$ cat config.mk
export PLATFORM = sky130hd
export DESIGN_NAME = hex_readout
export DESIGN_NICKNAME = d
export VERILOG_FILES = /design/src/hw/maze_pkg.sv /design/src/hw/hex_readout.sv
export SDC_FILE = /design/constraint.sdc
export NUM_CORES = 1
export LEC_CHECK = 0
export ABC_AREA = 1
export CORE_AREA = 2 2 55 57
export DETAILED_ROUTE_END_ITERATION = 12
export DIE_AREA = 0 0 57 59
export DONT_BUFFER_PORTS = 1
export PLACE_DENSITY = 0.74
export SYNTH_ARGS = -nofsm -noshare
export SYNTH_HDL_FRONTEND = slang
export SYNTH_SLANG_ARGS = --single-unit
$ cat constraint.sdc
create_clock -name vclk -period 2.7
set_clock_uncertainty 0.2 [all_clocks]
set_input_delay 0.54 -clock vclk [all_inputs]
set_output_delay 0.54 -clock vclk [all_outputs]
set_load 0.1 [all_outputs]
$ cat src/hw/maze_pkg.sv
package maze_pkg;

    // Grid geometry, 64 by 32 cells
    localparam int GRID_X_BITS    = 6;
    localparam int GRID_Y_BITS    = 5;
    localparam int GRID_ADDR_BITS = GRID_X_BITS + GRID_Y_BITS;
    localparam int GRID_CELLS     = 1 << GRID_ADDR_BITS;

    // Fixed point player coordinates
    localparam int FRAC_BITS = 8;

    localparam int VGA_X_BITS = 8;
    localparam int VGA_Y_BITS = 7;
    localparam int LIMIT_BITS = 13;

    typedef logic [GRID_X_BITS+FRAC_BITS-1:0] pos_x_t;
    typedef logic [GRID_Y_BITS+FRAC_BITS-1:0] pos_y_t;
    typedef logic [7:0]  angle_t;
    typedef logic [17:0] colour_t;
    typedef logic [6:0]  segments_t;

    typedef enum logic [2:0] {
        CELL_FLOOR = 3'd0,
        CELL_WALL  = 3'd1
    } cell_t;

    typedef enum logic [1:0] {
        OWNER_NONE,
        OWNER_LOAD,
        OWNER_DRAW,
        OWNER_MOTION
    } grid_owner_t;

    // Cell (1,1), half a cell in
    localparam pos_x_t START_X = pos_x_t'(384);
    localparam pos_y_t START_Y = pos_y_t'(384);

    localparam int unsigned MOVE_STEP = 32;
    localparam angle_t      ANGLE_STEP = 8'd4;

    localparam logic [LIMIT_BITS-1:0] FRAME_PERIOD = 13'd4096;
    localparam logic [LIMIT_BITS-1:0] DRAW_WINDOW  = 13'd2560;

    localparam colour_t WALL_COLOUR  = 18'h3FFFF;
    localparam colour_t FLOOR_COLOUR = 18'h0003F;

    localparam int unsigned PILLAR_SPACING = 8;
    localparam int unsigned PILLAR_OFFSET  = 4;

    // Active low, bit 0 is segment a
    localparam segments_t HEX_SEGMENTS [16] = '{
        7'b1000000, 7'b1111001, 7'b0100100, 7'b0110000,
        7'b0011001, 7'b0010010, 7'b0000010, 7'b1111000,
        7'b0000000, 7'b0010000, 7'b0001000, 7'b0000011,
        7'b1000110, 7'b0100001, 7'b0000110, 7'b0001110
    };

endpackage

$ cat src/hw/hex_readout.sv
`timescale 1ns/1ps

module hex_readout (
    input  maze_pkg::pos_x_t    pos_x,
    input  maze_pkg::pos_y_t    pos_y,
    input  maze_pkg::angle_t    angle,
    output maze_pkg::segments_t hex0,
    output maze_pkg::segments_t hex1,
    output maze_pkg::segments_t hex4,
    output maze_pkg::segments_t hex5,
    output maze_pkg::segments_t hex6,
    output maze_pkg::segments_t hex7
);
    import maze_pkg::*;

    // Cell index and top nibble of the fraction
    assign hex7 = HEX_SEGMENTS[pos_x[11:8]];
    assign hex6 = HEX_SEGMENTS[pos_x[7:4]];

    assign hex5 = HEX_SEGMENTS[pos_y[11:8]];
    assign hex4 = HEX_SEGMENTS[pos_y[7:4]];

    assign hex1 = HEX_SEGMENTS[angle[7:4]];
    assign hex0 = HEX_SEGMENTS[angle[3:0]];

endmodule

# Yosys cells after proc, flatten, opt, wreduce, memory -nomap -nowiden
# Memories as Yosys holds them, arrays and structs flattened.
# Cells that the tools add are included.
[op_classes]
n_lt_le_gt_ge = 6
n_mux = 12
bitwise = 6
[op_table]
columns = ["operator", "count"]
rows = [
  ["$mux 7", 12],
  ["$ge 5x5->1 const B", 6],
  ["$not 4->5", 6],
]
[totals]
register_bits = 0
rom_bits = 672
inputBits = 35
out_inout_bits = 42
memories = 6
[memory_table]
columns = ["memory", "depth", "word_bits", "read_ports", "rd_clocked_by_memory_dff", "wr", "line", "text"]
rows = [
  ["(no name shown)", 16, 7, 1, 0, 0, "hex_readout.sv:24", "assign hex0 = HEX_SEGMENTS[angle[3:0]];"],
  ["(no name shown)", 16, 7, 1, 0, 0, "hex_readout.sv:23", "assign hex1 = HEX_SEGMENTS[angle[7:4]];"],
  ["(no name shown)", 16, 7, 1, 0, 0, "hex_readout.sv:21", "assign hex4 = HEX_SEGMENTS[pos_y[7:4]];"],
  ["(no name shown)", 16, 7, 1, 0, 0, "hex_readout.sv:20", "assign hex5 = HEX_SEGMENTS[pos_y[11:8]];"],
  ["(no name shown)", 16, 7, 1, 0, 0, "hex_readout.sv:18", "assign hex6 = HEX_SEGMENTS[pos_x[7:4]];"],
  ["(no name shown)", 16, 7, 1, 0, 0, "hex_readout.sv:17", "assign hex7 = HEX_SEGMENTS[pos_x[11:8]];"],
]

# Depth between registers and ports, before layout
[logic_depth]
depth_word = 4
ltp_mapped = 7

# Worst setup path before layout
# No wires, ideal clock.
[synth_timing]
kind = "input port to output port"
start = "input port pos_y[8]"
end = "output port hex5[2]"
arrival_time_ns = 2.972
path_slack_ns = -1.012
stages = 4
path_buffers = 0
path_cell_list = "inv_1 ha_1 nand2_1 o21ai_0"
[synth_between]
elab_chain_cells = 4
[synth_lines]
columns = ["item", "line", "text"]
rows = [
  ["from (decl)", "hex_readout.sv:5", "input maze_pkg::pos_y_t pos_y,"],
  ["$not 4->5 (implied by the code)", "hex_readout.sv:20", ""],
  ["$mem_v2 16x7", "--", ""],
  ["$mux 7 (implied by the code) (2 in a row)", "hex_readout.sv:20", ""],
  ["to (decl)", "hex_readout.sv:10", "output maze_pkg::segments_t hex5,"],
]
# No other way between the ends. The select of a mux whose other input is x is not followed.

# Final worst setup path
[layout_timing]
start = "input port pos_y[5]"
end = "output port hex4[3]"
[layout_between]
elab_chain_cells = 4
[layout_lines]
columns = ["item", "line", "text"]
rows = [
  ["$not 4->5 (implied by the code)", "hex_readout.sv:21", ""],
  ["$mem_v2 16x7", "--", ""],
  ["$mux 7 (implied by the code) (2 in a row)", "hex_readout.sv:21", ""],
  ["to (decl)", "hex_readout.sv:9", "output maze_pkg::segments_t hex4,"],
]
# No other way between the ends. The select of a mux whose other input is x is not followed.

==> reports/metrics.csv <==
stage,metric,value,unit
worst_setup_path,crit_slowest_cell,buf_4,
timing,worst_pin_slew,0.2838,ns
logic_synthesis,ys.warnings.count,0,
clocking,post_cts_buffers,0,
timing,min_period,2.220,ns
logic_synthesis,synth_area_leaders,"ha_1, nand2_1, nand3_1",
timing,slew_viol_final,0,
run_status,status,finished clean,
worst_setup_path,worstSetupPathType,in2out,
timing,rsz0062_at_grt,no,
cells_and_area,seqCellArea,0,um^2
logic_synthesis,avgSynthCellArea,5.423,um^2
floorplan,rows,19,
route,drc,0,
floorplan,die_y,59,um
worst_setup_path,max_stage_delay,0.28,ns
cells_and_area,n_antenna_cell,0,
cells_and_area,seq_cell_count,0,
route,finalWirelength,3.773,mm
timing,min_period_over_period,82.21,%
grt,grt_max_degree,13,
logic_synthesis,synth_top_area_share,32.41,%
grt,grt_pass1_wl,6.251,mm
cells_and_area,drive_above_1_share,17.52,%
route,viasPerCell,5.180,
logic_synthesis,synth_cell_type_count,13,
worst_setup_path,path_cells,"inv_1, ha_1, inv_1, nand2_1, nand2_1, nand2_1, nand2_1, buf_4",
timing,setup_viol,0,
cells_and_area,fillers,265,
timing,maxSlewHeadroom,81.23,%
clocking,hold_buffers,0,
worst_setup_path,path_buf_inv,3,
cells_and_area,clkbuf_count,0,
floorplan,core-area,0.002710,mm^2
worst_setup_path,required,1.96,ns
route,wl_per_cell,10.42,um
floorplan,dieWidth,57,um
worst_setup_path,crit_family,buffers and inverters,
placement,portBuffers,0,
grt,grt_pass1_vias,1535,
route,num_vias,1875,
worst_setup_path,worstPathArrival,1.48,ns
timing,clock.fmax,450.5,MHz
worst_setup_path,cp-start-kind,input pin,
floorplan,dieArea,0.003363,mm^2
grt,track_usage,21.63,%
floorplan,ioPinCount,77,
cells_and_area,final_util,71.51,%
job,cap_violations,0,
timing,finalHoldViolations,0,
grt,antenna_found_initial,0,
clocking,cts_resized,0,
logic_synthesis,syn-num-nets,376,
logic_synthesis,yosysTopAreaCell,ha_1,
route,first_iter_violations,157,
cells_and_area,fin_nets,410,
logic_synthesis,seq_area_frac_synth,0,%
route,ant_nets,0,
placement,gp_congestion,0.8298,
worst_setup_path,path_common_cell,nand2_1,
min_path,min_path_type,in2out,
route,firstDrtPassIters,4,
pwr,irDropWorstVdd,315.7,uV
pwr,power.density,345.1,mW/mm^2
logic_synthesis,netlist_area,0.001622,mm^2
pwr,finalPower,668.8,uW
cells_and_area,syn_to_final_growth,19.52,%
worst_setup_path,timing.critical_path.fanout_max,5,
grt,grt_overflow,0,
logic_synthesis,syn_inst,299,
timing,fin_tns_setup,0,ns
pwr,p_leak,0.001249,uW
worst_setup_path,end_kind,output pin,
placement,dp_hpwl,3.114,mm
floorplan,initial_utilization,59.83,%
==> path summary, 6_finish.rpt <==
path              startpoint  endpoint  slack, ns  cells past startpoint
setup / recovery    pos_y[5]   hex4[3]       0.48                      8
hold / removal      pos_x[7]   hex6[2]       1.14                      2
==> layer usage <==
layer,global-route usage [%],share of wire (%),up-vias,wire length (um)
met5,0,0,-,0
met4,1.661,0,0,0
met3,2.620,7.8,0,296
met2,40.89,51,61,1912
met1,27.38,41,822,1564
li1,-,-,992,-
==> cells in the final DEF, fill, tap and decap left out, drive strengths merged <==
cell / count
a21oi: 4
buf: 42
ha: 42
inv: 41
nand2: 123
nand3: 53
nand3b: 2
nor2: 12
o21ai: 12
==> metrics by stage <==
step	instance area (um^2)	worst slack (ns)	instances	hold slack, ns
floorplan	1654	0.2262	299	1.172
global placement	1938	0.4819	362	1.139
detailed placement	1938	0.4843	362	1.140
CTS	1938	0.4821	362	1.140
global route	1938	0.4026	362	1.142
finish	1938	0.4803	362	1.139
==> synth_stat cells <==
| cell | n |
|---|---|
| nand2_2 | 2 |
| nand3b_1 | 2 |
| inv_2 | 4 |
| buf_6 | 2 |
| ha_1 | 42 |
| inv_1 | 37 |
| a21oi_1 | 4 |
| nor2_1 | 12 |
| o21ai_0 | 12 |
| buf_4 | 3 |
| nand2_1 | 121 |
| buf_2 | 5 |
| nand3_1 | 53 |
==> cells by family (layout without fill, tap and decap cells) <==
group / after synthesis / after routing / synth area share [%]
AOI/OAI and AO/OA: 16 / 16 / 4.938
adders and majority gates: 42 / 42 / 32.41
buffers and inverters: 51 / 83 / 13.81
and+or+nand+nor: 190 / 190 / 48.84
==> power breakdown <==
part / switching (uW) / leakage [uW] / internal (uW)
Sequential: 0 / 0 / 0
Clock: 0 / 0 / 0
Combinational: 534 / 0.00125 / 135
Total: 534 / 0.00125 / 135
==> layout make-up <==
| class | count | area, um^2 | area share (%) |
|---|---|---|---|
| timing repair buffer | 42 | 315.3 | 16.27 |
| multi-input combinational | 248 | 1430 | 73.79 |
| inverter | 41 | 153.9 | 7.941 |
| tap | 31 | 38.79 | 2.001 |
(Power assumes the default switching activity.)
