**config.mk**
```make
export PLATFORM = sky130hd
export DESIGN_NAME = map_renderer_flat
export DESIGN_NICKNAME = d
export VERILOG_FILES = /design/src/hw/maze_pkg.sv /design/src/hw/grid_port_if.sv /design/src/hw/map_renderer.sv /design/src/flat_wrapper.sv
export SDC_FILE = /design/constraint.sdc
export NUM_CORES = 1
export LEC_CHECK = 0
export ABC_AREA = 1
export BUFFER_PORTS_ARGS = -buffer_cell sky130_fd_sc_hd__clkbuf_2
export CORE_UTILIZATION = 41
export DETAILED_ROUTE_END_ITERATION = 8
export GPL_ROUTABILITY_DRIVEN = 0
export PLACE_DENSITY = 0.69
export SLEW_MARGIN = 20
export SYNTH_ARGS = -nofsm -noshare
export SYNTH_HDL_FRONTEND = slang
export SYNTH_SLANG_ARGS = --single-unit
```
**constraint.sdc**
```tcl
create_clock -name clock -period 1.3 [get_ports clock]
set_clock_uncertainty 0.1 [all_clocks]
set_input_delay 0.065 -clock clock [delete_from_list [all_inputs] [get_ports clock]]
set_output_delay 0.065 -clock clock [all_outputs]
set_load 0.01 [all_outputs]
```
**src/hw/maze_pkg.sv**
```systemverilog
package maze_pkg;

    // Grid geometry, 64 by 32 cells
    localparam int GRID_X_BITS    = 6;
    localparam int GRID_Y_BITS    = 5;
    localparam int GRID_ADDR_BITS = GRID_X_BITS + GRID_Y_BITS;
    localparam int GRID_CELLS     = 1 << GRID_ADDR_BITS;

    // Fixed point player coordinates
    localparam int FRAC_BITS = 8;

    localparam int VGA_X_BITS = 8;
    localparam int VGA_Y_BITS = 7;
    localparam int LIMIT_BITS = 13;

    typedef logic [GRID_X_BITS+FRAC_BITS-1:0] pos_x_t;
    typedef logic [GRID_Y_BITS+FRAC_BITS-1:0] pos_y_t;
    typedef logic [7:0]  angle_t;
    typedef logic [17:0] colour_t;
    typedef logic [6:0]  segments_t;

    typedef enum logic [2:0] {
        CELL_FLOOR = 3'd0,
        CELL_WALL  = 3'd1
    } cell_t;

    typedef enum logic [1:0] {
        OWNER_NONE,
        OWNER_LOAD,
        OWNER_DRAW,
        OWNER_MOTION
    } grid_owner_t;

    // Cell (1,1), half a cell in
    localparam pos_x_t START_X = pos_x_t'(384);
    localparam pos_y_t START_Y = pos_y_t'(384);

    localparam int unsigned MOVE_STEP = 32;
    localparam angle_t      ANGLE_STEP = 8'd4;

    localparam logic [LIMIT_BITS-1:0] FRAME_PERIOD = 13'd4096;
    localparam logic [LIMIT_BITS-1:0] DRAW_WINDOW  = 13'd2560;

    localparam colour_t WALL_COLOUR  = 18'h3FFFF;
    localparam colour_t FLOOR_COLOUR = 18'h0003F;

    localparam int unsigned PILLAR_SPACING = 8;
    localparam int unsigned PILLAR_OFFSET  = 4;

    // Active low, bit 0 is segment a
    localparam segments_t HEX_SEGMENTS [16] = '{
        7'b1000000, 7'b1111001, 7'b0100100, 7'b0110000,
        7'b0011001, 7'b0010010, 7'b0000010, 7'b1111000,
        7'b0000000, 7'b0010000, 7'b0001000, 7'b0000011,
        7'b1000110, 7'b0100001, 7'b0000110, 7'b0001110
    };

endpackage

```
**src/hw/grid_port_if.sv**
```systemverilog
`timescale 1ns/1ps

interface grid_port_if;
    import maze_pkg::*;

    logic [GRID_X_BITS-1:0] x;
    logic [GRID_Y_BITS-1:0] y;
    logic                   write;
    cell_t                  wdata;
    // Valid one cycle after the address
    cell_t                  rdata;

    modport client (
        output x, y, write, wdata,
        input  rdata
    );

    modport store (
        input  x, y, write, wdata,
        output rdata
    );

endinterface

```
**src/hw/map_renderer.sv**
```systemverilog
`timescale 1ns/1ps

module map_renderer (
    input  logic                               clock,
    input  logic                               reset,
    input  logic                               start,
    output logic                               done,
    grid_port_if.client                        grid,
    output logic [maze_pkg::VGA_X_BITS-1:0]    vga_x,
    output logic [maze_pkg::VGA_Y_BITS-1:0]    vga_y,
    output maze_pkg::colour_t                  vga_colour,
    output logic                               vga_write
);
    import maze_pkg::*;

    logic [LIMIT_BITS-1:0]     limiter;
    logic                      window_open;
    logic [GRID_ADDR_BITS-1:0] idx;
    logic                      busy;
    logic                      advance;
    logic                      pixel_last;

    // Free-running frame limiter
    always_ff @(posedge clock) begin
        if (reset || limiter == '0)
            limiter <= FRAME_PERIOD;
        else
            limiter <= limiter - 1'b1;
    end

    assign window_open = (limiter < DRAW_WINDOW);
    assign advance     = busy && window_open;

    assign grid.x     = idx[GRID_X_BITS-1:0];
    assign grid.y     = idx[GRID_X_BITS +: GRID_Y_BITS];
    assign grid.write = 1'b0;
    assign grid.wdata = CELL_FLOOR;

    // Cell type arrives with the pixel write
    assign vga_colour = (grid.rdata == CELL_WALL) ? WALL_COLOUR : FLOOR_COLOUR;

    always_ff @(posedge clock) begin
        if (reset) begin
            idx        <= '0;
            busy       <= 1'b0;
            vga_write  <= 1'b0;
            pixel_last <= 1'b0;
            done       <= 1'b0;
        end else begin
            vga_write  <= advance;
            pixel_last <= advance && (idx == '1);
            done       <= pixel_last;
            if (advance)
                idx <= idx + 1'b1;
            if (start)
                busy <= 1'b1;
            else if (advance && idx == '1)
                busy <= 1'b0;
        end
    end

    always_ff @(posedge clock) begin
        vga_x <= VGA_X_BITS'(grid.x);
        vga_y <= VGA_Y_BITS'(grid.y);
    end

endmodule

```
**src/flat_wrapper.sv**
```systemverilog
// flat-port wrapper written by rule: the top's interface ports become plain ports
module map_renderer_flat import maze_pkg::*;
  (clock, reset, start, done, vga_x, vga_y, vga_colour, vga_write, grid_x, grid_y, grid_write, grid_wdata, grid_rdata);
  grid_port_if grid_i ();
  input  logic clock;
  input  logic reset;
  input  logic start;
  output logic done;
  output logic [maze_pkg::VGA_X_BITS-1:0] vga_x;
  output logic [maze_pkg::VGA_Y_BITS-1:0] vga_y;
  output maze_pkg::colour_t vga_colour;
  output logic vga_write;
  output wire logic [$bits(grid_i.x)-1:0] grid_x;
  output wire logic [$bits(grid_i.y)-1:0] grid_y;
  output wire logic [$bits(grid_i.write)-1:0] grid_write;
  output wire logic [$bits(grid_i.wdata)-1:0] grid_wdata;
  input wire logic [$bits(grid_i.rdata)-1:0] grid_rdata;
  assign grid_x = grid_i.x;
  assign grid_y = grid_i.y;
  assign grid_write = grid_i.write;
  assign grid_wdata = grid_i.wdata;
  assign grid_i.rdata = grid_rdata;
  map_renderer u_core (.clock(clock), .reset(reset), .start(start), .done(done), .grid(grid_i), .vga_x(vga_x), .vga_y(vga_y), .vga_colour(vga_colour), .vga_write(vga_write));
endmodule
```
# Word-level counts from Yosys, hierarchy flattened
# Index checks and enable logic that the tools add are counted.
totals:
  in_bits: 6
  register_bits: 39
  out_inout_bits: 50
  word_cells: 21
classes:
  mux: 3
  add_sub_neg: 2
  magnitude_cmp: 1
  eq_ne: 2
  reduce_logical: 5
op_table:
  columns: ["operator", "n"]
  rows:
  - ["$mux W18", 1]
  - ["$logic_not A13 Y1", 1]
  - ["$lt A13 B12 Y1 const B", 1]
  - ["$sub A13 B1 Y13 const B", 1]
  - ["$add A11 B1 Y11 const B", 1]
  - ["$eq A11 B11 Y1 const B", 1]
  - ["$eq A3 B1 Y1 const B", 1]
  - ["$logic_and A1 B1 Y1", 2]
  - ["$mux W1", 2]
  - ["$reduce_bool A2 Y1", 1]
  - ["$logic_or A1 B1 Y1", 1]

# Depth between registers and ports, before layout
depth:
  depth_word: 5
  depth_mapped: 8
  depth_no_buf: 8

# Worst setup path after synthesis
# No wires, ideal clock.
synth_timing:
  path_type: "input -> output"
  start: "input grid_rdata[1]"
  end: "output vga_colour[10]"
  path_buffers: 1
  arrival_time_ns: 1.229
  setup_slack_ns: -0.094
  required_time_ns: 1.135
  cell_stages: 2
  path_cell_list: "nor3b_1 > buf_4"
synth_between:
  elab_chain_len: 2
synth_rtl:
  columns: ["item", "line", "text"]
  rows:
  - ["start, declared", "flat_wrapper.sv:17", "input wire logic [$bits(grid_i.rdata)-1:0] grid_rdata;"]
  - ["$eq A3 B1 Y1", "map_renderer.sv:40", "assign vga_colour = (grid.rdata == CELL_WALL) ? WALL_COLOUR : FLOOR_COLOUR;"]
  - ["$mux W18", "map_renderer.sv:40", null]
  - ["end, declared", "flat_wrapper.sv:11", "output maze_pkg::colour_t vga_colour;"]
# No other way between the ends.

# Worst setup path in the final report
layout_timing:
  start: "register u_core.limiter[12]"
  end: "register u_core.idx[4]"
layout_between:
  elab_chain_len: 2
layout_rtl:
  columns: ["item", "line", "text"]
  rows:
  - ["start, declared", "map_renderer.sv:16", "logic [LIMIT_BITS-1:0] limiter;"]
  - ["start signal, assigned", "map_renderer.sv:28", "limiter <= limiter - 1'b1;"]
  - ["$lt A13 B12 Y1", "map_renderer.sv:31", "assign window_open = (limiter < DRAW_WINDOW);"]
  - ["$logic_and A1 B1 Y1", "map_renderer.sv:32", "assign advance = busy && window_open;"]
  - ["end signal, assigned", "map_renderer.sv:54", "idx <= idx + 1'b1;"]
  - ["end, declared", "map_renderer.sv:18", "logic [GRID_ADDR_BITS-1:0] idx;"]
# No other way between the ends.
# A chain may end at the register's enable or synchronous reset.

==> flow_metrics.tcl <==
set metrics [dict create \
    outcome "finished, final reports clean" \
    drc 0 \
    synthMuxAreaShare_pct 0 \
    path_clk_slew_ns 0.07 \
    die-height_um 66.85 \
    htree_levels 2 \
    antenna_found_initial 0 \
    p_comb_share_pct 37.0 \
    synth_top_area_share_pct 45.28 \
    seq_power_share_pct 42.6 \
    fin_crit_sh_pct 99.51 \
    synth_area_per_cell_um2 7.766 \
    synth_top_cell_by_area "dfxtp_1" \
    fin_util_pct 56.21 \
    path_class "reg2reg" \
    ff2ff_path_depth 7 \
    dieWidth_um 66.85 \
    multi_input_area_um2 824.5 \
    fin_nets 288 \
    synth_flop_cell "dfxtp_1" \
    period_minus_slack_ns 1.294 \
    numCtsBuffers 5 \
    regArea_um2 803.3 \
    synth-simple-area-share_pct 26.34 \
    cts_tree "yes" \
    drive_gt1_share_pct 40.86 \
    final.setup.worst_slack_ns 0.006408 \
    synth_commonest_cells "dfxtp_1 (39), nand2_1 (34), nor2_1 (31)" \
    wirelength_um 3484 \
    synth_edf_count 0 \
    dr.pass1.iters 4 \
    r2r-end "u_core.idx[4]" \
    power.internal_mw 2.341 \
    start_util_pct 42.80 \
    cts-root-buf "clkbuf_8" \
    syn_to_final_growth_pct 31.35 \
    ys_seq_area_share_pct 45.28 \
    pin_count 56 \
    synth_warnings 0 \
    synth_seq_cells 39 \
    place_area_um2 1994 \
    synthArstFlopShare_pct 0 \
    grt.total_usage_pct 16.12 \
    hp-start "reset" \
    setup_violations 0 \
    grt_pass1_vias 1280 \
    hpwlAfterDp_um 2313 \
    drt-wirelength-per-cell_um 10.59 \
    dr_total_vias 1510 \
    timing.fmax_mhz 773.0 \
    synth.area.top_cells "dfxtp_1 (45%), buf_4 (11%), nand2_1 (7.4%), nor2_1 (6.7%), inv_1 (5.9%)" \
    p_per_area_nw_per_um2 1595 \
    cp.required_ns 1.38 \
    synth_adder_area_share_pct 1.451 \
    hold-path-endpoint "u_core.busy" \
    grt_pass1_wl_um 5354 \
    power_mw 3.611 \
    netlist_instances 222 \
    drtIter0Drc 55 \
    final_hold_viol_count 0 \
    ir_drop_mv 0.6141 \
    ant_nets 0 \
    grt_start_max_net_pins 13 \
    yosysMostFrequentCell "dfxtp_1" \
    die_area_um2 4468 \
    synth_compound_area_share_pct 5.878 \
    synth_area_um2 1724 \
    overflow 0 \
    via_per_inst 4.590 \
    worstPathArrival_ns 1.38 \
    startpoint_type "register" \
    r2r-start "u_core.limiter[12]" \
    numPortBuffers 41 \
    n_antenna_cell 0 \
    rsz0062_at_grt "yes" \
    synth_cell_types 25 \
    clk_path_buf_depth 2 \
    maxSlewViolCount 0 \
    drv_cap 0 \
    power_frac_clock_pct 20.4 \
    worstPathMaxFanout 3 \
    cts.sinks 39 \
    hold_ws_ns 0.01379 \
    p_leak_nw 1.031 \
    p_sw_mw 1.270 \
    hold-path-cell-count 3 \
    synthXorXnorAreaFrac_pct 2.032 \
    dp_slack_ns -0.05708 \
    fill_cells 381 \
    end_kind "register" \
    clock_latency_ns 0.29 \
    core_um2 4029 \
    p_sw_share_pct 35.16 \
    rows 23 \
    design_area_um2 2265 \
    reg2reg_slack_ns 0.006 \
    hold_class "in2reg" \
    synth_top_family_by_area "simple AND/OR/NAND/NOR gates" \
]
flip-flops by register name, indices dropped and copies added (netlist names):
register	count
u_core.busy	1
u_core.done	1
u_core.idx	11
u_core.limiter	13
u_core.pixel_last	1
u_core.vga_write	1
u_core.vga_x	6
u_core.vga_y	5
cells in the final DEF (no fill, tap or decap), drive strengths merged, types with 4 or more instances in the layout:
cell / n
nand4: 4
inv: 27
nand2: 36
dfxtp: 39
nor3: 4
o21ai: 8
buf: 24
nand3: 16
a21oi: 10
conb: 14
clkbuf: 47
nor2: 39
area by class of cell:
class | instances | area share, %
clock buffers | 6 | 3.204
inverters | 28 | 4.641
multi-input cells | 140 | 36.41
flip-flops and latches | 39 | 35.47
well taps | 50 | 2.762
repair buffers | 66 | 17.51
timing repair:
item | in CTS | in global routing
pin swaps | 5 | 12
hold endpoints to repair | 1 | 0
gates cloned | 1 | 1
setup buffers | 2 | 1
endpoints found under the setup margin | 17 | 24
gates resized for setup | 10 | 35
hold buffers | 1 | 0
routing by layer:
layer,GRT usage [%],vias up,routed length [µm]
li1,-,766,-
met1,18.95,675,1514
met2,26.26,56,1653
met3,4.110,13,198
met4,9.309,0,119
met5,0,-,0
logic make-up after synthesis:
group,count (synthesis)
AOI/OAI and AO/OA,19
xor gates and xnor gates,4
adders and majority gates,2
buffers and inverters,56
DFF,39
other,2
and+or+nand+nor,100
worst max-delay path: stages (launching register included):
cell	delay, ns
dfxtp_1	0.32
inv_2	0.08
nand2_2	0.09
nor2_4	0.15
buf_4	0.14
nand3_1	0.08
o21ai_0	0.16
nor2_1	0.06
metrics by stage:
step	std cells	setup TNS [ns]
after CTS	327	0
after floorplan	234	0
after global routing	329	-0.3433
after detailed placement	317	-0.6924
after global placement	317	-0.1266
final	329	0
power by group through the flow:
stage	registers (mW)	clock network, mW	logic (mW)
5_1_grt	1.56	0.808	1.49
6_report	1.54	0.737	1.34
3_5_place_dp	1.52	0	1.11
4_1_cts	1.50	0.764	1.17
3_3_place_gp	1.51	0	1.10
2_1_floorplan	1.52	0	0.781
how the worst max path moves through the flow:
stage,from,end,slack (ns),cells past startpoint
2_1_floorplan,u_core.limiter[0],u_core.limiter[7],0.02,8
3_3_place_gp,u_core.idx[1],u_core.idx[10],-0.06,7
3_5_place_dp,u_core.limiter[0],u_core.limiter[8],-0.06,7
4_1_cts,u_core.limiter[0],u_core.limiter[8],0.01,7
5_1_grt,u_core.limiter[12],u_core.idx[7],-0.07,8
6_report,u_core.limiter[12],u_core.idx[4],0.006,7
Note: power is estimated with default switching activity, not from simulation.
