[config.mk]
export PLATFORM = sky130hd
export DESIGN_NAME = player_motion_flat
export DESIGN_NICKNAME = d
export VERILOG_FILES = /design/src/hw/maze_pkg.sv /design/src/hw/grid_port_if.sv /design/src/hw/player_motion.sv /design/src/flat_wrapper.sv
export SDC_FILE = /design/constraint.sdc
export NUM_CORES = 1
export LEC_CHECK = 0
export ABC_AREA = 0
export BUFFER_PORTS_ARGS = -buffer_cell sky130_fd_sc_hd__buf_2
export CAP_MARGIN = 20
export CORE_MARGIN = 2
export CORE_UTILIZATION = 45
export DETAILED_ROUTE_END_ITERATION = 10
export HOLD_SLACK_MARGIN = 0.08
export PLACE_DENSITY_LB_ADDON = 0.15
export SLEW_MARGIN = 10
export SYNTH_ARGS = -nofsm -noshare
export SYNTH_HDL_FRONTEND = slang
export SYNTH_SLANG_ARGS = --single-unit
[constraint.sdc]
create_clock -name clock -period 2.9 [get_ports clock]
set_input_delay 0.435 -clock clock [delete_from_list [all_inputs] [get_ports clock]]
set_output_delay 0.435 -clock clock [all_outputs]
set_load 0.02 [all_outputs]
[src/hw/maze_pkg.sv]
package maze_pkg;

    // Grid geometry, 64 by 32 cells
    localparam int GRID_X_BITS    = 6;
    localparam int GRID_Y_BITS    = 5;
    localparam int GRID_ADDR_BITS = GRID_X_BITS + GRID_Y_BITS;
    localparam int GRID_CELLS     = 1 << GRID_ADDR_BITS;

    // Fixed point player coordinates
    localparam int FRAC_BITS = 8;

    localparam int VGA_X_BITS = 8;
    localparam int VGA_Y_BITS = 7;
    localparam int LIMIT_BITS = 13;

    typedef logic [GRID_X_BITS+FRAC_BITS-1:0] pos_x_t;
    typedef logic [GRID_Y_BITS+FRAC_BITS-1:0] pos_y_t;
    typedef logic [7:0]  angle_t;
    typedef logic [17:0] colour_t;
    typedef logic [6:0]  segments_t;

    typedef enum logic [2:0] {
        CELL_FLOOR = 3'd0,
        CELL_WALL  = 3'd1
    } cell_t;

    typedef enum logic [1:0] {
        OWNER_NONE,
        OWNER_LOAD,
        OWNER_DRAW,
        OWNER_MOTION
    } grid_owner_t;

    // Cell (1,1), half a cell in
    localparam pos_x_t START_X = pos_x_t'(384);
    localparam pos_y_t START_Y = pos_y_t'(384);

    localparam int unsigned MOVE_STEP = 32;
    localparam angle_t      ANGLE_STEP = 8'd4;

    localparam logic [LIMIT_BITS-1:0] FRAME_PERIOD = 13'd4096;
    localparam logic [LIMIT_BITS-1:0] DRAW_WINDOW  = 13'd2560;

    localparam colour_t WALL_COLOUR  = 18'h3FFFF;
    localparam colour_t FLOOR_COLOUR = 18'h0003F;

    localparam int unsigned PILLAR_SPACING = 8;
    localparam int unsigned PILLAR_OFFSET  = 4;

    // Active low, bit 0 is segment a
    localparam segments_t HEX_SEGMENTS [16] = '{
        7'b1000000, 7'b1111001, 7'b0100100, 7'b0110000,
        7'b0011001, 7'b0010010, 7'b0000010, 7'b1111000,
        7'b0000000, 7'b0010000, 7'b0001000, 7'b0000011,
        7'b1000110, 7'b0100001, 7'b0000110, 7'b0001110
    };

endpackage

[src/hw/grid_port_if.sv]
`timescale 1ns/1ps

interface grid_port_if;
    import maze_pkg::*;

    logic [GRID_X_BITS-1:0] x;
    logic [GRID_Y_BITS-1:0] y;
    logic                   write;
    cell_t                  wdata;
    // Valid one cycle after the address
    cell_t                  rdata;

    modport client (
        output x, y, write, wdata,
        input  rdata
    );

    modport store (
        input  x, y, write, wdata,
        output rdata
    );

endinterface

[src/hw/player_motion.sv]
`timescale 1ns/1ps

module player_motion (
    input  logic             clock,
    input  logic             reset,
    input  logic             start,
    input  logic             store,
    input  logic             turn_right,
    input  logic             turn_left,
    input  logic             move_forward,
    input  logic             move_backward,
    output logic             done,
    grid_port_if.client      grid,
    output maze_pkg::pos_x_t pos_x,
    output maze_pkg::pos_y_t pos_y,
    output maze_pkg::angle_t angle
);
    import maze_pkg::*;

    pos_x_t      next_x;
    pos_y_t      next_y;
    angle_t      next_angle;
    pos_x_t      step_x;
    pos_y_t      step_y;
    angle_t      turned;
    logic [1:0]  heading;
    logic        check;

    // Right wins over left
    always_comb begin
        turned = angle;
        if (turn_right)
            turned = angle + ANGLE_STEP;
        else if (turn_left)
            turned = angle - ANGLE_STEP;
    end

    // Backward flips the quadrant by two
    assign heading = move_forward ? angle[7:6] : (angle[7:6] ^ 2'b10);

    always_comb begin
        step_x = pos_x;
        step_y = pos_y;
        if (move_forward || move_backward) begin
            case (heading)
                2'd0:    step_x = pos_x + pos_x_t'(MOVE_STEP);
                2'd1:    step_y = pos_y + pos_y_t'(MOVE_STEP);
                2'd2:    step_x = pos_x - pos_x_t'(MOVE_STEP);
                default: step_y = pos_y - pos_y_t'(MOVE_STEP);
            endcase
        end
    end

    // Target cell of the candidate move
    assign grid.x     = next_x[FRAC_BITS +: GRID_X_BITS];
    assign grid.y     = next_y[FRAC_BITS +: GRID_Y_BITS];
    assign grid.write = 1'b0;
    assign grid.wdata = CELL_FLOOR;

    always_ff @(posedge clock) begin
        if (start) begin
            next_x     <= step_x;
            next_y     <= step_y;
            next_angle <= turned;
        end else if (done && grid.rdata == CELL_WALL) begin
            // Blocked, keep the turn only
            next_x <= pos_x;
            next_y <= pos_y;
        end
    end

    always_ff @(posedge clock) begin
        if (reset) begin
            pos_x <= START_X;
            pos_y <= START_Y;
            angle <= '0;
            check <= 1'b0;
            done  <= 1'b0;
        end else begin
            check <= start;
            done  <= check;
            if (store) begin
                pos_x <= next_x;
                pos_y <= next_y;
                angle <= next_angle;
            end
        end
    end

endmodule

[src/flat_wrapper.sv]
// flat-port wrapper written by rule: the top's interface ports become plain ports
module player_motion_flat import maze_pkg::*;
  (clock, reset, start, store, turn_right, turn_left, move_forward, move_backward, done, pos_x, pos_y, angle, grid_x, grid_y, grid_write, grid_wdata, grid_rdata);
  grid_port_if grid_i ();
  input  logic clock;
  input  logic reset;
  input  logic start;
  input  logic store;
  input  logic turn_right;
  input  logic turn_left;
  input  logic move_forward;
  input  logic move_backward;
  output logic done;
  output maze_pkg::pos_x_t pos_x;
  output maze_pkg::pos_y_t pos_y;
  output maze_pkg::angle_t angle;
  output wire logic [$bits(grid_i.x)-1:0] grid_x;
  output wire logic [$bits(grid_i.y)-1:0] grid_y;
  output wire logic [$bits(grid_i.write)-1:0] grid_write;
  output wire logic [$bits(grid_i.wdata)-1:0] grid_wdata;
  input wire logic [$bits(grid_i.rdata)-1:0] grid_rdata;
  assign grid_x = grid_i.x;
  assign grid_y = grid_i.y;
  assign grid_write = grid_i.write;
  assign grid_wdata = grid_i.wdata;
  assign grid_i.rdata = grid_rdata;
  player_motion u_core (.clock(clock), .reset(reset), .start(start), .store(store), .turn_right(turn_right), .turn_left(turn_left), .move_forward(move_forward), .move_backward(move_backward), .done(done), .grid(grid_i), .pos_x(pos_x), .pos_y(pos_y), .angle(angle));
endmodule
# After elaboration in Yosys (flattened, before gate mapping)
# Cells that the tools add are included.
[classes]
addsub = 6
n_eq_ne = 3
mux = 11
n_bitwise = 1
reduce_logical = 5
[op_table]
columns = ["op", "count"]
rows = [
  ["$mux 14", 3],
  ["$mux 13", 3],
  ["$pmux 14 s2", 1],
  ["$pmux 13 s2", 1],
  ["$mux 8", 2],
  ["$add 14x6->14 const B", 1],
  ["$sub 14x6->14 const B", 1],
  ["$add 13x6->13 const B", 1],
  ["$sub 13x6->13 const B", 1],
  ["$add 8x3->8 const B", 1],
  ["$sub 8x3->8 const B", 1],
  ["$eq 3x1->1 const B", 1],
  ["$eq 2x1->1 const B", 1],
  ["$eq 2x2->1 const B", 1],
  ["$logic_not 2->1", 1],
  ["$mux 2", 1],
  ["$reduce_bool 2->1", 1],
  ["$reduce_or 2->1", 1],
  ["$logic_and 1x1->1", 1],
  ["$logic_or 1x1->1", 1],
  ["$not 1->1", 1],
]
[totals]
reg_bits = 72
input_bits = 11
output_inout_bits = 51
elab_cells = 34

# Depth between registers and ports, before layout
[depth]
ltp_word = 7
ltp_mapped = 10
ltp_nobuf = 9

# Worst setup path before layout
# Ideal clock, no wire load.
[synth_path]
kind = "register -> register"
startpoint = "register u_core.angle[7]"
endpoint = "register u_core.next_y[12] (data pin)"
setup_time_ns = 0.195
t_arrival_ns = 2.711
required_time_ns = 2.705
slack_ns = -0.006
path_stages_with_launch = 10
path_buffers = 1
period_less_slack_ns = 2.906
path_cell_list = "dfxtp_1 -> xor2_1 -> clkbuf_1 -> nand2_1 -> ha_1 -> a211oi_1 -> o21ai_0 -> a2111oi_2 -> mux2_2 -> o311ai_0"
[synth_via]
elab_chain_len = 7
elab_cells_between_ends = 9
cone_classes = "eq/ne (2); mux (4); bitwise (1); reduce/logical (2)"
[synth_rtl]
columns = ["item", "line", "source"]
rows = [
  ["from (decl)", "player_motion.sv:16", "output maze_pkg::angle_t angle"],
  ["from (signal assigned)", "player_motion.sv:85", "angle <= next_angle;"],
  ["$not 1->1 (no source line)", "n/a", ""],
  ["$mux 2 (*)", "player_motion.sv:39", "assign heading = move_forward ? angle[7:6] : (angle[7:6] ^ 2'b10);"],
  ["$eq 2x2->1 / $logic_not 2->1 (equally long branches)", "player_motion.sv:45", "case (heading)"],
  ["$reduce_or 2->1 (no source line)", "n/a", ""],
  ["$pmux 13 s2 (*)", "player_motion.sv:45", ""],
  ["$mux 13 (*)", "player_motion.sv:44", "if (move_forward || move_backward) begin"],
  ["$mux 13 (*)", "player_motion.sv:61", "if (start) begin"],
  ["to (signal assigned)", "player_motion.sv:63", "next_y <= step_y;"],
  ["to (signal assigned)", "player_motion.sv:68", "next_y <= pos_y;"],
  ["to (decl)", "player_motion.sv:21", "pos_y_t next_y;"],
]
# Every way passes the cells marked *; elsewhere a longest branch is shown, timed or not.
# A chain may end at the register's enable or synchronous reset.

# Worst setup path in the final report
# Ends and elaborated chain as after synthesis.

==> metrics.csv <==
stage,metric,value,unit
power,powerDensity,579,mW/mm2
timing,period_minus_slack,2.62,ns
clocking,clock-sinks,72,
final_layout,seqCellArea,0.00179,mm2
timing,setup_viol,0,
place,dp.cells,439,
timing,hold_viol,0,
grt,grt_pass1_wl,10400,um
synthesis,synth_enable_flop_cells,35,
clocking,cts_tree,built,
final_layout,fill_cells,702,
clocking,holdBufCountCts,0,
detailed_routing,drc,0,
grt,antenna_found_initial,0,
floorplan,die_area,0.00811,mm2
place,place_congestion,0.775,
detailed_routing,postRouteAntennaNets,0,
detailed_routing,dr_total_vias,2302,
timing,relSlewSlack,54.4,%
clocking,cts_resized,0,
timing,fin_tns_setup,0,ns
final_layout,multi_input_area,0.00134,mm2
place,dpl.hpwl,4190,um
min_path,hold_path.class,flop to flop,
final_layout,drive_above_1_share,24.2,%
synthesis,synth_cells,303,
grt,use_met3,3.44,%
critical_path,crit_fanout,4,
grt,grt_max_degree,35,
power,peakVddDrop,291,uV
critical_path,end_kind,flop,
clocking,cts_buffers,9,
timing,fin_skew,0.00384,ns
power,leakagePower,1.65,nW
power,p_total,2.20,mW
synthesis,async_reset_ff_share,0,%
floorplan,chipWidth,90.1,um
min_path,worstHoldPathCells,1,
clocking,clock_latency,0.35,ns
detailed_routing,wl_per_cell,13.7,um
timing,finalCritPeriodShare,90.3,%
detailed_routing,routed_wl,6210,um
clocking,cts-root-buf,clkbuf_8,
synthesis,ys.flop_type,dfxtp_1,
synthesis,ys_seq_area_share,53.8,%
clocking,htreeDepth,3,
grt,grt_use_met1,19.7,%
synthesis,ys.warnings.count,0,
timing,worst_slew_pin_slew,0.684,ns
final_layout,stdcell_area,0.00379,mm2
run,max_cap_violations,0,
synthesis,syn_avg_cell_area,11.0,um2
grt,track_usage,16.2,%
critical_path,required,3.05,ns
detailed_routing,first_pass_iters,4,
floorplan,num_rows,31,
critical_path,cp-start-kind,flop,
floorplan,start_util,46.2,%
detailed_routing,drtIter0Drc,80,
final_layout,areaGrowthSynthToFinish,13.7,%
clocking,post_cts_buffers,0,
floorplan,design.portCount,62,
timing,report.final.slew_viol_count,0,
timing,holdWs,0.443,ns
place,placed_area,0.00362,mm2
critical_path,rrSetupSlack,0.28,ns
floorplan,die_y,90.1,um
timing,fmax,382,MHz
floorplan,coreArea,0.00721,mm2
critical_path,reg2reg_depth,8,
critical_path,cp.arrival,2.77,ns
synthesis,ys_ff_latch,72,
final_layout,mostFrequentLayoutCell,buf_2,
clocking,clk_path_buf_depth,2,
grt,overflow,0,
synthesis,synth_cell_type_count,40,
timing,rsz0062_at_grt,false,
place,numPortBuffers,57,
clocking,path_clk_slew,0.07,ns
run_status,outcome,finished clean,
final_layout,antenna_cells,0,
final_layout,final_cell_mix,"buf_2 (57), dfxtp_1 (37), edfxtp_1 (35)",
final_layout,nNetsFinal,372,
grt,use_met2,26.9,%
detailed_routing,via_per_inst,5.06,
critical_path,path_class,flop to flop,
final_layout,fin_cells,455,
grt,grt_pass1_vias,2185,
grt,busiest_layer,met2,
synthesis,netlist_area,0.00333,mm2
## kinds of logic after synthesis
family / Yosys count / synth area share [%]
other: 1 / 0.113
flip-flops: 72 / 53.8
AND/OR/NAND/NOR: 87 / 12.0
XOR/XNOR: 20 / 5.26
buffers and inverters: 38 / 6.42
AO/OA/AOI/OAI: 38 / 7.24
multiplexers: 37 / 11.2
adder cells (fa/ha/maj): 10 / 3.98
## flip-flops by register name, summed over array words and instances (netlist names)
name               cells
u_core.pos_y          13
u_core.next_angle      8
u_core.next_x         14
u_core.next_y         13
u_core.pos_x          14
u_core.angle           8
u_core.check           1
u_core.done            1
## cell usage after synthesis (all sizes together), types with 2 or more instances
library cell  count  area [um2]
dfxtp            37         741
edfxtp           35        1050
mux2i            34         340
nor2             34         128
nand2            28         105
buf              21         150
o21ai            17        85.1
xnor2            13         114
ha                9         113
inv               9        33.8
clkbuf            8        30.0
xor2              7        61.3
a21oi             6        30.0
o211ai            5        37.5
or3               5        31.3
or4               4        33.8
mux2              3        33.8
nor3              3        15.0
a211oi            2        15.0
nand3             2        10.0
nand3b            2        15.0
nor2b             2        12.5
o32ai             2        17.5
or2               2        12.5
## worst max-delay path, cell delays in order (launching register included)
cell,delay [ns]
dfxtp_1,0.41
xor2_1,0.20
nand2_1,0.16
ha_1,0.33
a211oi_1,0.25
o21ai_0,0.18
a2111oi_2,0.42
mux2_2,0.38
o311ai_0,0.09
## power breakdown
part | switching (mW) | total [mW] | internal, mW
Combinational | 0.185 | 0.308 | 0.123
Sequential | 0.0499 | 1.19 | 1.14
Clock | 0.370 | 0.697 | 0.327
Total | 0.605 | 2.20 | 1.59
## metal layers
metal / vias up / part of all wire (%)
met1: 1087 / 46
met2: 55 / 48
met5: - / 0
li1: 1151 / -
met4: 0 / 1.8
met3: 9 / 4.1
## cell type report
type | count | share of cell area [%]
Sequential cell | 72 | 47.3
Multi-Input combinational cell | 196 | 35.3
Timing Repair Buffer | 63 | 8.71
Clock buffer | 10 | 3.63
Tap cell | 99 | 3.27
Clock inverter | 6 | 0.924
Inverter | 9 | 0.891
## final timing paths
check                                          to       startpoint
worst min-delay path                  u_core.done     u_core.check
worst min register to register        u_core.done     u_core.check
worst max register to register  u_core.next_y[12]  u_core.angle[7]
worst max-delay path            u_core.next_y[12]  u_core.angle[7]
## stage by stage
stage	util, %	worst slack [ns]
floorplan	-	0.0943
global placement	50.2	0.218
detailed placement	50.2	0.150
CTS	52.5	0.255
global route	52.5	0.0222
finish	52.5	0.281
Power figures use the tool's default switching activity.
