### config.mk
export PLATFORM = sky130hd
export DESIGN_NAME = game_sequencer
export DESIGN_NICKNAME = d
export VERILOG_FILES = /design/src/hw/maze_pkg.sv /design/src/hw/game_sequencer.sv
export SDC_FILE = /design/constraint.sdc
export NUM_CORES = 1
export LEC_CHECK = 0
export BUFFER_PORTS_ARGS = -buffer_cell sky130_fd_sc_hd__buf_4
export CORE_AREA = 4 4 41 43
export DETAILED_ROUTE_END_ITERATION = 6
export DIE_AREA = 0 0 45 47
export PLACE_DENSITY = 0.47
export SYNTH_ARGS = -nofsm -noshare
export SYNTH_HDL_FRONTEND = slang
export SYNTH_SLANG_ARGS = --single-unit
### constraint.sdc
create_clock -name clock -period 1.1 [get_ports clock]
set_input_delay 0 -clock clock [delete_from_list [all_inputs] [get_ports clock]]
set_output_delay 0 -clock clock [all_outputs]
set_load 0.01 [all_outputs]
### src/hw/maze_pkg.sv
package maze_pkg;

    // Grid geometry, 64 by 32 cells
    localparam int GRID_X_BITS    = 6;
    localparam int GRID_Y_BITS    = 5;
    localparam int GRID_ADDR_BITS = GRID_X_BITS + GRID_Y_BITS;
    localparam int GRID_CELLS     = 1 << GRID_ADDR_BITS;

    // Fixed point player coordinates
    localparam int FRAC_BITS = 8;

    localparam int VGA_X_BITS = 8;
    localparam int VGA_Y_BITS = 7;
    localparam int LIMIT_BITS = 13;

    typedef logic [GRID_X_BITS+FRAC_BITS-1:0] pos_x_t;
    typedef logic [GRID_Y_BITS+FRAC_BITS-1:0] pos_y_t;
    typedef logic [7:0]  angle_t;
    typedef logic [17:0] colour_t;
    typedef logic [6:0]  segments_t;

    typedef enum logic [2:0] {
        CELL_FLOOR = 3'd0,
        CELL_WALL  = 3'd1
    } cell_t;

    typedef enum logic [1:0] {
        OWNER_NONE,
        OWNER_LOAD,
        OWNER_DRAW,
        OWNER_MOTION
    } grid_owner_t;

    // Cell (1,1), half a cell in
    localparam pos_x_t START_X = pos_x_t'(384);
    localparam pos_y_t START_Y = pos_y_t'(384);

    localparam int unsigned MOVE_STEP = 32;
    localparam angle_t      ANGLE_STEP = 8'd4;

    localparam logic [LIMIT_BITS-1:0] FRAME_PERIOD = 13'd4096;
    localparam logic [LIMIT_BITS-1:0] DRAW_WINDOW  = 13'd2560;

    localparam colour_t WALL_COLOUR  = 18'h3FFFF;
    localparam colour_t FLOOR_COLOUR = 18'h0003F;

    localparam int unsigned PILLAR_SPACING = 8;
    localparam int unsigned PILLAR_OFFSET  = 4;

    // Active low, bit 0 is segment a
    localparam segments_t HEX_SEGMENTS [16] = '{
        7'b1000000, 7'b1111001, 7'b0100100, 7'b0110000,
        7'b0011001, 7'b0010010, 7'b0000010, 7'b1111000,
        7'b0000000, 7'b0010000, 7'b0001000, 7'b0000011,
        7'b1000110, 7'b0100001, 7'b0000110, 7'b0001110
    };

endpackage

### src/hw/game_sequencer.sv
`timescale 1ns/1ps

module game_sequencer (
    input  logic                  clock,
    input  logic                  reset,
    input  logic                  load_done,
    input  logic                  draw_done,
    input  logic                  update_done,
    output logic                  load_start,
    output logic                  draw_start,
    output logic                  update_start,
    output logic                  store,
    output maze_pkg::grid_owner_t owner
);
    import maze_pkg::*;

    typedef enum logic [2:0] {
        LOAD,
        WAIT_LOAD,
        DRAW,
        WAIT_DRAW,
        UPDATE,
        WAIT_UPDATE,
        STORE
    } state_t;

    state_t state;
    state_t state_next;

    always_comb begin
        state_next = state;
        case (state)
            LOAD:        state_next = WAIT_LOAD;
            WAIT_LOAD:   state_next = load_done ? DRAW : WAIT_LOAD;
            DRAW:        state_next = WAIT_DRAW;
            WAIT_DRAW:   state_next = draw_done ? UPDATE : WAIT_DRAW;
            UPDATE:      state_next = WAIT_UPDATE;
            WAIT_UPDATE: state_next = update_done ? STORE : WAIT_UPDATE;
            STORE:       state_next = DRAW;
            default:     state_next = LOAD;
        endcase
    end

    // Pulses land in the first WAIT cycle, so each worker starts under its own owner
    always_ff @(posedge clock) begin
        if (reset) begin
            state        <= LOAD;
            load_start   <= 1'b0;
            draw_start   <= 1'b0;
            update_start <= 1'b0;
            store        <= 1'b0;
        end else begin
            state        <= state_next;
            load_start   <= (state == LOAD);
            draw_start   <= (state == DRAW);
            update_start <= (state == UPDATE);
            store        <= (state == STORE);
        end
    end

    always_comb begin
        case (state)
            WAIT_LOAD:   owner = OWNER_LOAD;
            WAIT_DRAW:   owner = OWNER_DRAW;
            WAIT_UPDATE: owner = OWNER_MOTION;
            default:     owner = OWNER_NONE;
        endcase
    end

endmodule

Yosys cells after proc, flatten, opt, wreduce, memory -nomap -nowiden --
Index checks and enable logic that the tools add are counted.
Word-level totals: bits in registers 7, input bits 5, output and inout bits 6, logic and storage cells 17
Cells by class: equality and inequality tests 6, muxes and demuxes 5, reduce and logical (&&, ||, !) cells 1
Operators by type and width (count):
- 3-bit case mux with 7 select lines | 1
- 3-bit == test (second input constant) | 3
- 3-bit by 2-bit == test with 1-bit output (second input constant) | 2
- 2-bit case mux with 3 select lines | 1
- 2-bit two-way mux | 2
- 3-bit by 1-bit == test with 1-bit output (second input constant) | 1
- 3-bit zero test | 1
- 3-bit two-way mux | 1

Depth between registers and ports, before layout --
Gate-level depths: netlist of run 1.
depth after elaboration 2, gate-level depth with buffers 4, gate-level depth less buffers 3

Least setup slack after synthesis of run 1 --
No wires, ideal clock.
path type register to register, start register state[1], end register state[0], library setup time 0.095 ns, arrival time 0.951 ns, required time 1.005 ns, slack 0.054 ns, stages on the path, launching flop included 5, clock period less this slack 1.046 ns, cell sequence dfxtp_1 clkbuf_8 nor3b_1 a221o_1 a221oi_1
Between the ends: word-level cells in the longest chain between the ends 2
Ends and longest elaborated chain:
- start: declaration | line game_sequencer.sv:27 | state_t state;
- start signal: assignment | line game_sequencer.sv:53 | state <= state_next;
- 3-bit == test, or another cell as far along | line game_sequencer.sv:32 | case (state)
- 3-bit case mux with 7 select lines (*) | line game_sequencer.sv:32
Mark *: on every way between the ends. The rest lies on a longest branch, timed or not. A chain may end at the register's enable or synchronous reset.

Worst setup path in the final report of run 1 --
start register state[1], end output port owner[1]
Between the ends: word-level cells in the longest chain between the ends 2
Ends and longest elaborated chain:
- 3-bit == test, or another cell as far along | line game_sequencer.sv:62 | case (state)
- 2-bit case mux with 3 select lines (*) | line game_sequencer.sv:62
- end: declaration | line game_sequencer.sv:13 | output maze_pkg::grid_owner_t owner
Marked as above.

==> results of run 1 <==
==> cell type report <==
type | count | area (sq um)
timing repair buffer | 18 | 141
fill | 140 | 821
sequential | 7 | 146
inverter | 1 | 3.75
clock buffer | 4 | 26.3
multi-input combinational | 19 | 144
tap | 15 | 18.8
==> layout by cell type (no fill, tap or decap), drive strengths merged <==
cell	synthesis	routed
a221o	1	1
nand4b	1	1
or2b	1	1
nand2	2	2
dfxtp	7	7
nand2b	1	1
buf	0	17
a221oi	1	1
o22a	1	1
nor2	1	1
nor4	1	1
dlygate4sd3	0	1
and4bb	1	1
inv	1	1
a21oi	4	4
nor3b	1	1
clkbuf	2	4
nor3	3	3
==> cell families after synthesis <==
kind of cell / count (synthesis) / share of synthesized area, %
flops: 7 / 49.1
simple gates: 12 / 26.8
buf+inv: 3 / 7.45
compound gates: 7 / 16.7
==> sequential cells by signal, indices dropped and copies added, names as in the netlist <==
| signal | count |
|---|---|
| draw_start | 1 |
| store | 1 |
| update_start | 1 |
| load_start | 1 |
| state | 3 |
==> routing by layer <==
| metal | GRT usage, % | vias to the layer above |
|---|---|---|
| li1 | - | 146 |
| met1 | 7.11 | 142 |
| met2 | 15.0 | 10 |
| met3 | 0.766 | 2 |
| met4 | 9.94 | 0 |
| met5 | 0 | - |
==> power by group <==
group | internal, uW | switching, uW | total, uW
clock network | 138 | 95.0 | 233
logic | 87.8 | 62.9 | 151
registers | 271 | 11.8 | 282
total | 497 | 170 | 666
==> what timing repair did <==
| item | in CTS | in global routing |
|---|---|---|
| setup buffers | 2 | 1 |
| pin swaps | 1 | 3 |
| cloned | 0 | 0 |
| endpoints found under the hold margin | 7 | 0 |
| resized for setup | 7 | 2 |
| hold buffers | 1 | 0 |
| setup endpoints to repair | 2 | 4 |
==> per-stage QoR <==
stage,setup TNS (ps),hold WS [ps]
2_1_floorplan,0,69.1
3_3_place_gp,0,222
3_5_place_dp,-7.34,224
4_1_cts,-46.7,53.4
5_1_grt,-134,73.4
6_report,-40.6,57.2
==> cell usage after synthesis <==
cell type	count	share of area (%)
or2b_2	1	3.1
and4bb_2	1	4.4
a221oi_1	1	3.1
nor3_1	3	5.3
dfxtp_1	7	49
a221o_1	1	3.5
a21oi_1	4	7.0
nor2_1	1	1.3
inv_1	1	1.3
nor4_1	1	2.2
nand4b_1	1	3.1
nor3b_1	1	2.6
nand2_1	2	2.6
clkbuf_1	1	1.3
clkbuf_8	1	4.8
o22a_1	1	3.1
nand2b_1	1	2.2
==> critical path, cell delays in order, from the launching register on <==
cell	delay, ps
dfxtp_4	350
or2b_4	280
a21oi_2	120
buf_4	130
==> worst paths after layout <==
path	slack, ps	end	cells past startpoint
setup / recovery	-30	owner[1]	3
hold reg to reg	530	state[2]	2
hold / removal	60	state[2]	3
setup reg to reg	-10	state[1]	4
==> qor.yml, run 1 <==
global_route:
  grt.total_usage_pct: 8.16
  grt_pass1_wl_mm: 1.17
  grt_max_degree: 8
  grt_pass1_vias: 302
  antenna_found_initial: 0
  grt-ovfl-total: 0
sta:
  worst_pin_slew_ps: 238
  fin_skew_ps: 0.408
  fmaxAchievable_mhz: 888
  hold_viol: 0
  period_minus_slack_ps: 1130
  max_slew_margin_pct: 84.0
  period_share_pct: 102
  rsz0062_at_grt: "yes"
  setup_slack_ps: -26.6
  maxSlewViolCount: 0
  setup_viol: 2
setup_path:
  r2r-start: "state[1]"
  worstPathMaxFanout: 3
  cp.required_ps: 1100
  cp-start-kind: "register"
  critical_path_class: "register to primary output"
  endpoint_kind: "primary output"
  arrival_ps: 1130
  crit_path_start: "state[1]"
yosys:
  ys_ff_latch: 7
  syn-cell-area_sq_um: 285
  synth.yosys.seq_area_share_pct: 49.1
  avgSynthCellArea_sq_um: 9.84
  syn_nets: 34
  syn_inst: 29
  synth_cell_types: 17
  yosys_warnings: 0
detailed_routing:
  ant_nets: 0
  top_layer: "met4"
  met2_wirelength_um: 385
  firstDrtPassIters: 4
  routed_via_density: 4.69
  drc: 0
  drt_iter0_markers: 2
  wl_met3_um: 48
  wl_met1_um: 283
  drt-total-wl_um: 740
  vias: 300
  wl_per_cell_um: 11.6
floorplan:
  die_w_um: 45
  fp.dieH_um: 47
  io_pins: 11
  initial_utilization_pct: 21.9
  die_area_sq_um: 2120
  core_area_sq_um: 1300
  rows: 13
place:
  placed_area_sq_um: 392
  port_buffers: 10
  place_congestion: 0.836
  hpwl_um: 507
  dp_cells: 56
  pre_cts_ws_ps: -7.34
status:
  violations: "negative setup slack"
  status: "finished with violations"
min_path:
  hp-start: "draw_done"
  worst_hold_path_type: "input pin to register"
clock_network:
  cts_buffers: 3
  clkTransAtPathRegs_ps: 50
  clk_path_buf_depth: 2
  cts.sinks: 7
  worst_skew_pair.late_latency_ps: 250
  ctsRootBufferMaster: "clkbuf_4"
  htreeDepth: 1
  cts_tree: "built"
layout:
  fin_area_sq_um: 480
  num_antenna_cells: 0
  drive_gt1_share_pct: 57.1
  final_nets: 55
  final_util_pct: 36.9
  final_cells: 64
  syn_to_final_growth_pct: 68.4
power:
  vdd_drop_max_mv: 0.554
  p_per_area_nw_per_um2: 1390
  finalPower_uw: 666
  power_leakage_uw: 0.000207
run:
  drv_cap: 0
No activity file was read; power rests on OpenSTA's default activity.
==> run 2, diff against run 1 <==
PLACE_DENSITY = 0.45   (was 0.47)
clock period = 1.15 ns   (was 1.1 ns; I/O delays follow)
==> run 2 against run 1 <==
  * The run now ends clean
  * Count of clock-buffer cells in the layout unchanged
  * Via count down 12%
  * Setup slack improved by 59 ps
  * Design area down 6.3%
  * Power is 9.2% lower
==> qor.yml, run 2 (same netlist as run 1, synthesis figures left out) <==
min_path:
  worst_hold_path_type: "input pin to register"
  hp-start: "draw_done"
layout:
  num_antenna_cells: 0
  drive_gt1_share_pct: 50.0
  largest_reg_flops: 3
  final_common_cell: "buf_4"
  final_cell_mix: "13 x buf_4, 5 x dfxtp_1, 3 x nor3_1, 3 x a21oi_1, 3 x clkbuf_4"
  final_nets: 52
  fillers: 146
  largest-register: "state"
  syn_to_final_growth_pct: 57.9
detailed_routing:
  wl_per_cell_um: 10.7
  drt_iter0_markers: 1
  drc: 0
  routed_via_density: 4.34
  vias: 265
  ant_nets: 0
  firstDrtPassIters: 2
  drt-total-wl_um: 654
setup_path:
  worstPathMaxFanout: 5
  cp-start-kind: "register"
  crit_path_start: "state[1]"
  rrSetupSlack_ps: 30
  arrival_ps: 1270
  r2r-start: "state[1]"
  path_buf_inv: 1
  crit_family: "compound AO/OA/AOI/OAI gates"
  crit_path_cell_trace: "buf_4 > a221o_1 > a221oi_1"
  critical_path_class: "register to register"
  cp.required_ps: 1300
  endpoint_kind: "register"
  slowest_stage: "dfxtp_4"
  crit_path_max_incr_delay_ps: 350
floorplan:
  io_pins: 11
  die_area_sq_um: 2120
  die_w_um: 45
  initial_utilization_pct: 21.9
  core_area_sq_um: 1300
  fp.dieH_um: 47
  rows: 13
place:
  port_buffers: 10
  hpwl_um: 470
  place_congestion: 0.755
global_route:
  grt_pass1_wl_um: 993
  grt-ovfl-total: 0
  grt.total_usage_pct: 7.21
  grt_pass1_vias: 251
  grt_max_degree: 10
  antenna_found_initial: 0
clock_network:
  worst_skew_pair.late_latency_ps: 240
  cts.sinks: 7
  cts_buffers: 3
  ctsRootBufferMaster: "clkbuf_4"
  htreeDepth: 1
  cts_tree: "built"
  clk_path_buf_depth: 2
  clkTransAtPathRegs_ps: 50
sta:
  period_minus_slack_ps: 1120
  worst_pin_slew_ps: 291
  max_slew_margin_pct: 80.6
  fin_tns_setup_ps: 0
  fmaxAchievable_mhz: 895
  setup_viol: 0
  whs_ps: 63.3
  hold_viol: 0
  fin_skew_ps: 1.98
  period_share_pct: 97.1
  maxSlewViolCount: 0
run:
  drv_cap: 0
status:
  status: "completed"
power:
  p_per_area_nw_per_um2: 1340
  power_leakage_uw: 0.000188
  vdd_drop_max_mv: 0.407
[run 2: through the flow]
step	power (uW)	util (%)	cells	area (sq um)	worst slack [ps]
global route	630	34.6	61	450	-4.45
CTS	610	33.8	60	439	6.99
detailed placement	372	28.9	54	377	11.3
floorplan	333	-	29	285	104
finish	605	34.6	61	450	32.8
global placement	371	28.9	54	377	71.9
[run 2: final cells by class]
cell class	instances	area (sq um)	share of cell area, %
inverter	1	3.75	0.833
sequential	7	145	32.2
timing repair buffer	15	119	26.4
multi-input combinational	19	138	30.6
clock buffer	4	26.3	5.83
tap	15	18.8	4.17
[run 2: path summary, 6_finish.rpt]
| path | end | cells after the start |
|---|---|---|
| hold / removal | state[2] | 3 |
| setup reg to reg | state[0] | 3 |
| setup / recovery | state[0] | 3 |
| hold reg to reg | load_start | 2 |
[run 2: where the power goes]
group	internal (uW)	switching (uW)
Combinational	70.0	47.3
Clock	132	82.9
Sequential	258	15.1
[run 2: repair_timing]
item,4_1_cts,5_1_grt
hold buffers,1,0
endpoints found under the setup margin,1,1
gates resized for setup,6,1
buffers inserted,1,1
hold endpoints to repair,7,0
pin swaps,1,1
[run 2: worst register-to-register path, cell delays in order (launching register included)]
cell and delay (ps):
dfxtp_4 350, buf_4 140, a221o_1 310, a221oi_1 220
[run 2: per-layer routing]
metal,vias to the layer above,track usage [%],share of wire (%),wire (um)
li1,141,-,-,-
met1,111,7.55,44,288
met2,11,10.5,44,287
met3,2,1.15,8.6,56
met4,0,10.5,3.2,21
met5,-,0,0,0
==> run 3, diff against run 2 <==
CELL_PAD_IN_SITES_DETAIL_PLACEMENT = 1   (was not set)
CELL_PAD_IN_SITES_GLOBAL_PLACEMENT = 2   (was not set)
PLACE_DENSITY = not set   (was 0.45)
PLACE_DENSITY_LB_ADDON = 0.2   (was not set)
==> run 3 against run 2 <==
  * Non-clock buffer count is 1 lower
  * Sequential power is essentially flat
  * Design area shrank 3.9%
  * Hold slack improved by 12 ps
  * Clock power grew 2%
  * Maximum frequency shrank 1.3%
  * Critical endpoint is now owner[1]
==> qor.yml, run 3 (same netlist as run 1, synthesis figures left out) <==
status:
  status: "completed"
global_route:
  grt-ovfl-total: 0
  grt.total_usage_pct: 8.95
  grt_pass1_vias: 288
  grt_pass1_wl_mm: 1.28
  grt_max_degree: 10
  antenna_found_initial: 0
run:
  drv_cap: 0
detailed_routing:
  ant_nets: 0
  drc: 0
  drt_iter0_markers: 2
  firstDrtPassIters: 3
  vias: 287
  drt-total-wl_um: 773
  wl_per_cell_um: 12.9
  routed_via_density: 4.78
layout:
  largest_reg_flops: 3
  drive_gt1_share_pct: 48.9
  syn_to_final_growth_pct: 51.8
  num_antenna_cells: 0
  largest-register: "state"
  fin_area_sq_um: 433
  final_common_cell: "buf_4"
  final_nets: 51
  final_cell_mix: "13 x buf_4, 4 x dfxtp_1, 3 x nor3_1, 3 x a21oi_1, 3 x clkbuf_4"
setup_path:
  cp-start-kind: "register"
  worstPathMaxFanout: 9
  cp.required_ps: 1150
  critical_path_class: "register to primary output"
  arrival_ps: 1130
  endpoint_kind: "primary output"
min_path:
  worst_hold_path_type: "input pin to register"
clock_network:
  cts.sinks: 7
  worst_skew_pair.late_latency_ps: 250
  clkTransAtPathRegs_ps: 50
  cts_tree: "built"
  ctsRootBufferMaster: "clkbuf_4"
  clk_path_buf_depth: 2
  htreeDepth: 1
  cts_buffers: 3
sta:
  maxSlewViolCount: 0
  setup_viol: 0
  period_share_pct: 98.4
  max_slew_margin_pct: 86.0
  fin_tns_setup_ps: 0
  rsz0062_at_grt: "yes"
  worst_pin_slew_ps: 208
  fmaxAchievable_mhz: 883
  fin_skew_ps: 0.547
  hold_viol: 0
  period_minus_slack_ps: 1130
power:
  p_per_area_nw_per_um2: 1410
  power_leakage_uw: 0.000180
  vdd_drop_max_mv: 0.443
floorplan:
  initial_utilization_pct: 21.9
  io_pins: 11
  die_w_um: 45
  rows: 13
  fp.dieH_um: 47
  die_area_sq_um: 2120
  core_area_sq_um: 1300
place:
  hpwl_um: 533
  port_buffers: 10
  place_congestion: 0.731
  placed_area_sq_um: 369
==> run 3: power by group <==
group / internal (uW) / switching [uW] / total, uW
logic: 66.4 / 47.4 / 114
clock network: 132 / 87.0 / 219
registers: 259 / 17.4 / 276
==> run 3: final cells by class <==
| cell class | count | area, sq um |
|---|---|---|
| Multi-Input combinational cell | 19 | 130 |
| Fill cell | 157 | 868 |
| Inverter | 1 | 3.75 |
| Timing Repair Buffer | 14 | 108 |
| Sequential cell | 7 | 146 |
| Tap cell | 15 | 18.8 |
| Clock buffer | 4 | 26.3 |
==> run 3: repair_timing <==
| action | in CTS | in global routing |
|---|---|---|
| endpoints found under the setup margin | 3 | 3 |
| setup buffers | 2 | 0 |
| hold buffers | 1 | 0 |
| hold endpoints to repair | 7 | 0 |
| resized for setup | 5 | 1 |
| cloned | 0 | 0 |
==> run 3: final timing paths <==
kind / start / end / slack, ps / cells past startpoint
max reg2reg: state[1] / state[0] / 30 / 3
min reg2reg: state[2] / store / 520 / 2
min: draw_done / state[1] / 80 / 3
max: state[2] / owner[1] / 20 / 3
==> run 3: critical path, cell delays in order (launching register included) <==
cell     delay (ps)
dfxtp_2         360
or2b_4          280
a21oi_2         120
buf_4           130
==> run 3: per-layer routing <==
| layer | vias to the layer above | GRT usage, % | wire, um |
|---|---|---|---|
| met5 | - | 0 | 0 |
| met4 | 0 | 8.77 | 10 |
| met3 | 2 | 3.83 | 79 |
| met2 | 11 | 13.0 | 347 |
| met1 | 136 | 9.61 | 335 |
| li1 | 138 | - | - |
==> run 3: metrics by stage <==
step                hold WS [ps]  cells  util (%)  setup slack, ps  power (uW)
global placement             220     53      28.4             27.4         369
CTS                         60.8     60      33.2             6.55         617
floorplan                   69.1     29         -              104         333
detailed placement           233     53      28.4            -44.5         373
finish                      75.6     60      33.3             18.1         609
global route                62.8     60      33.3            -41.6         651
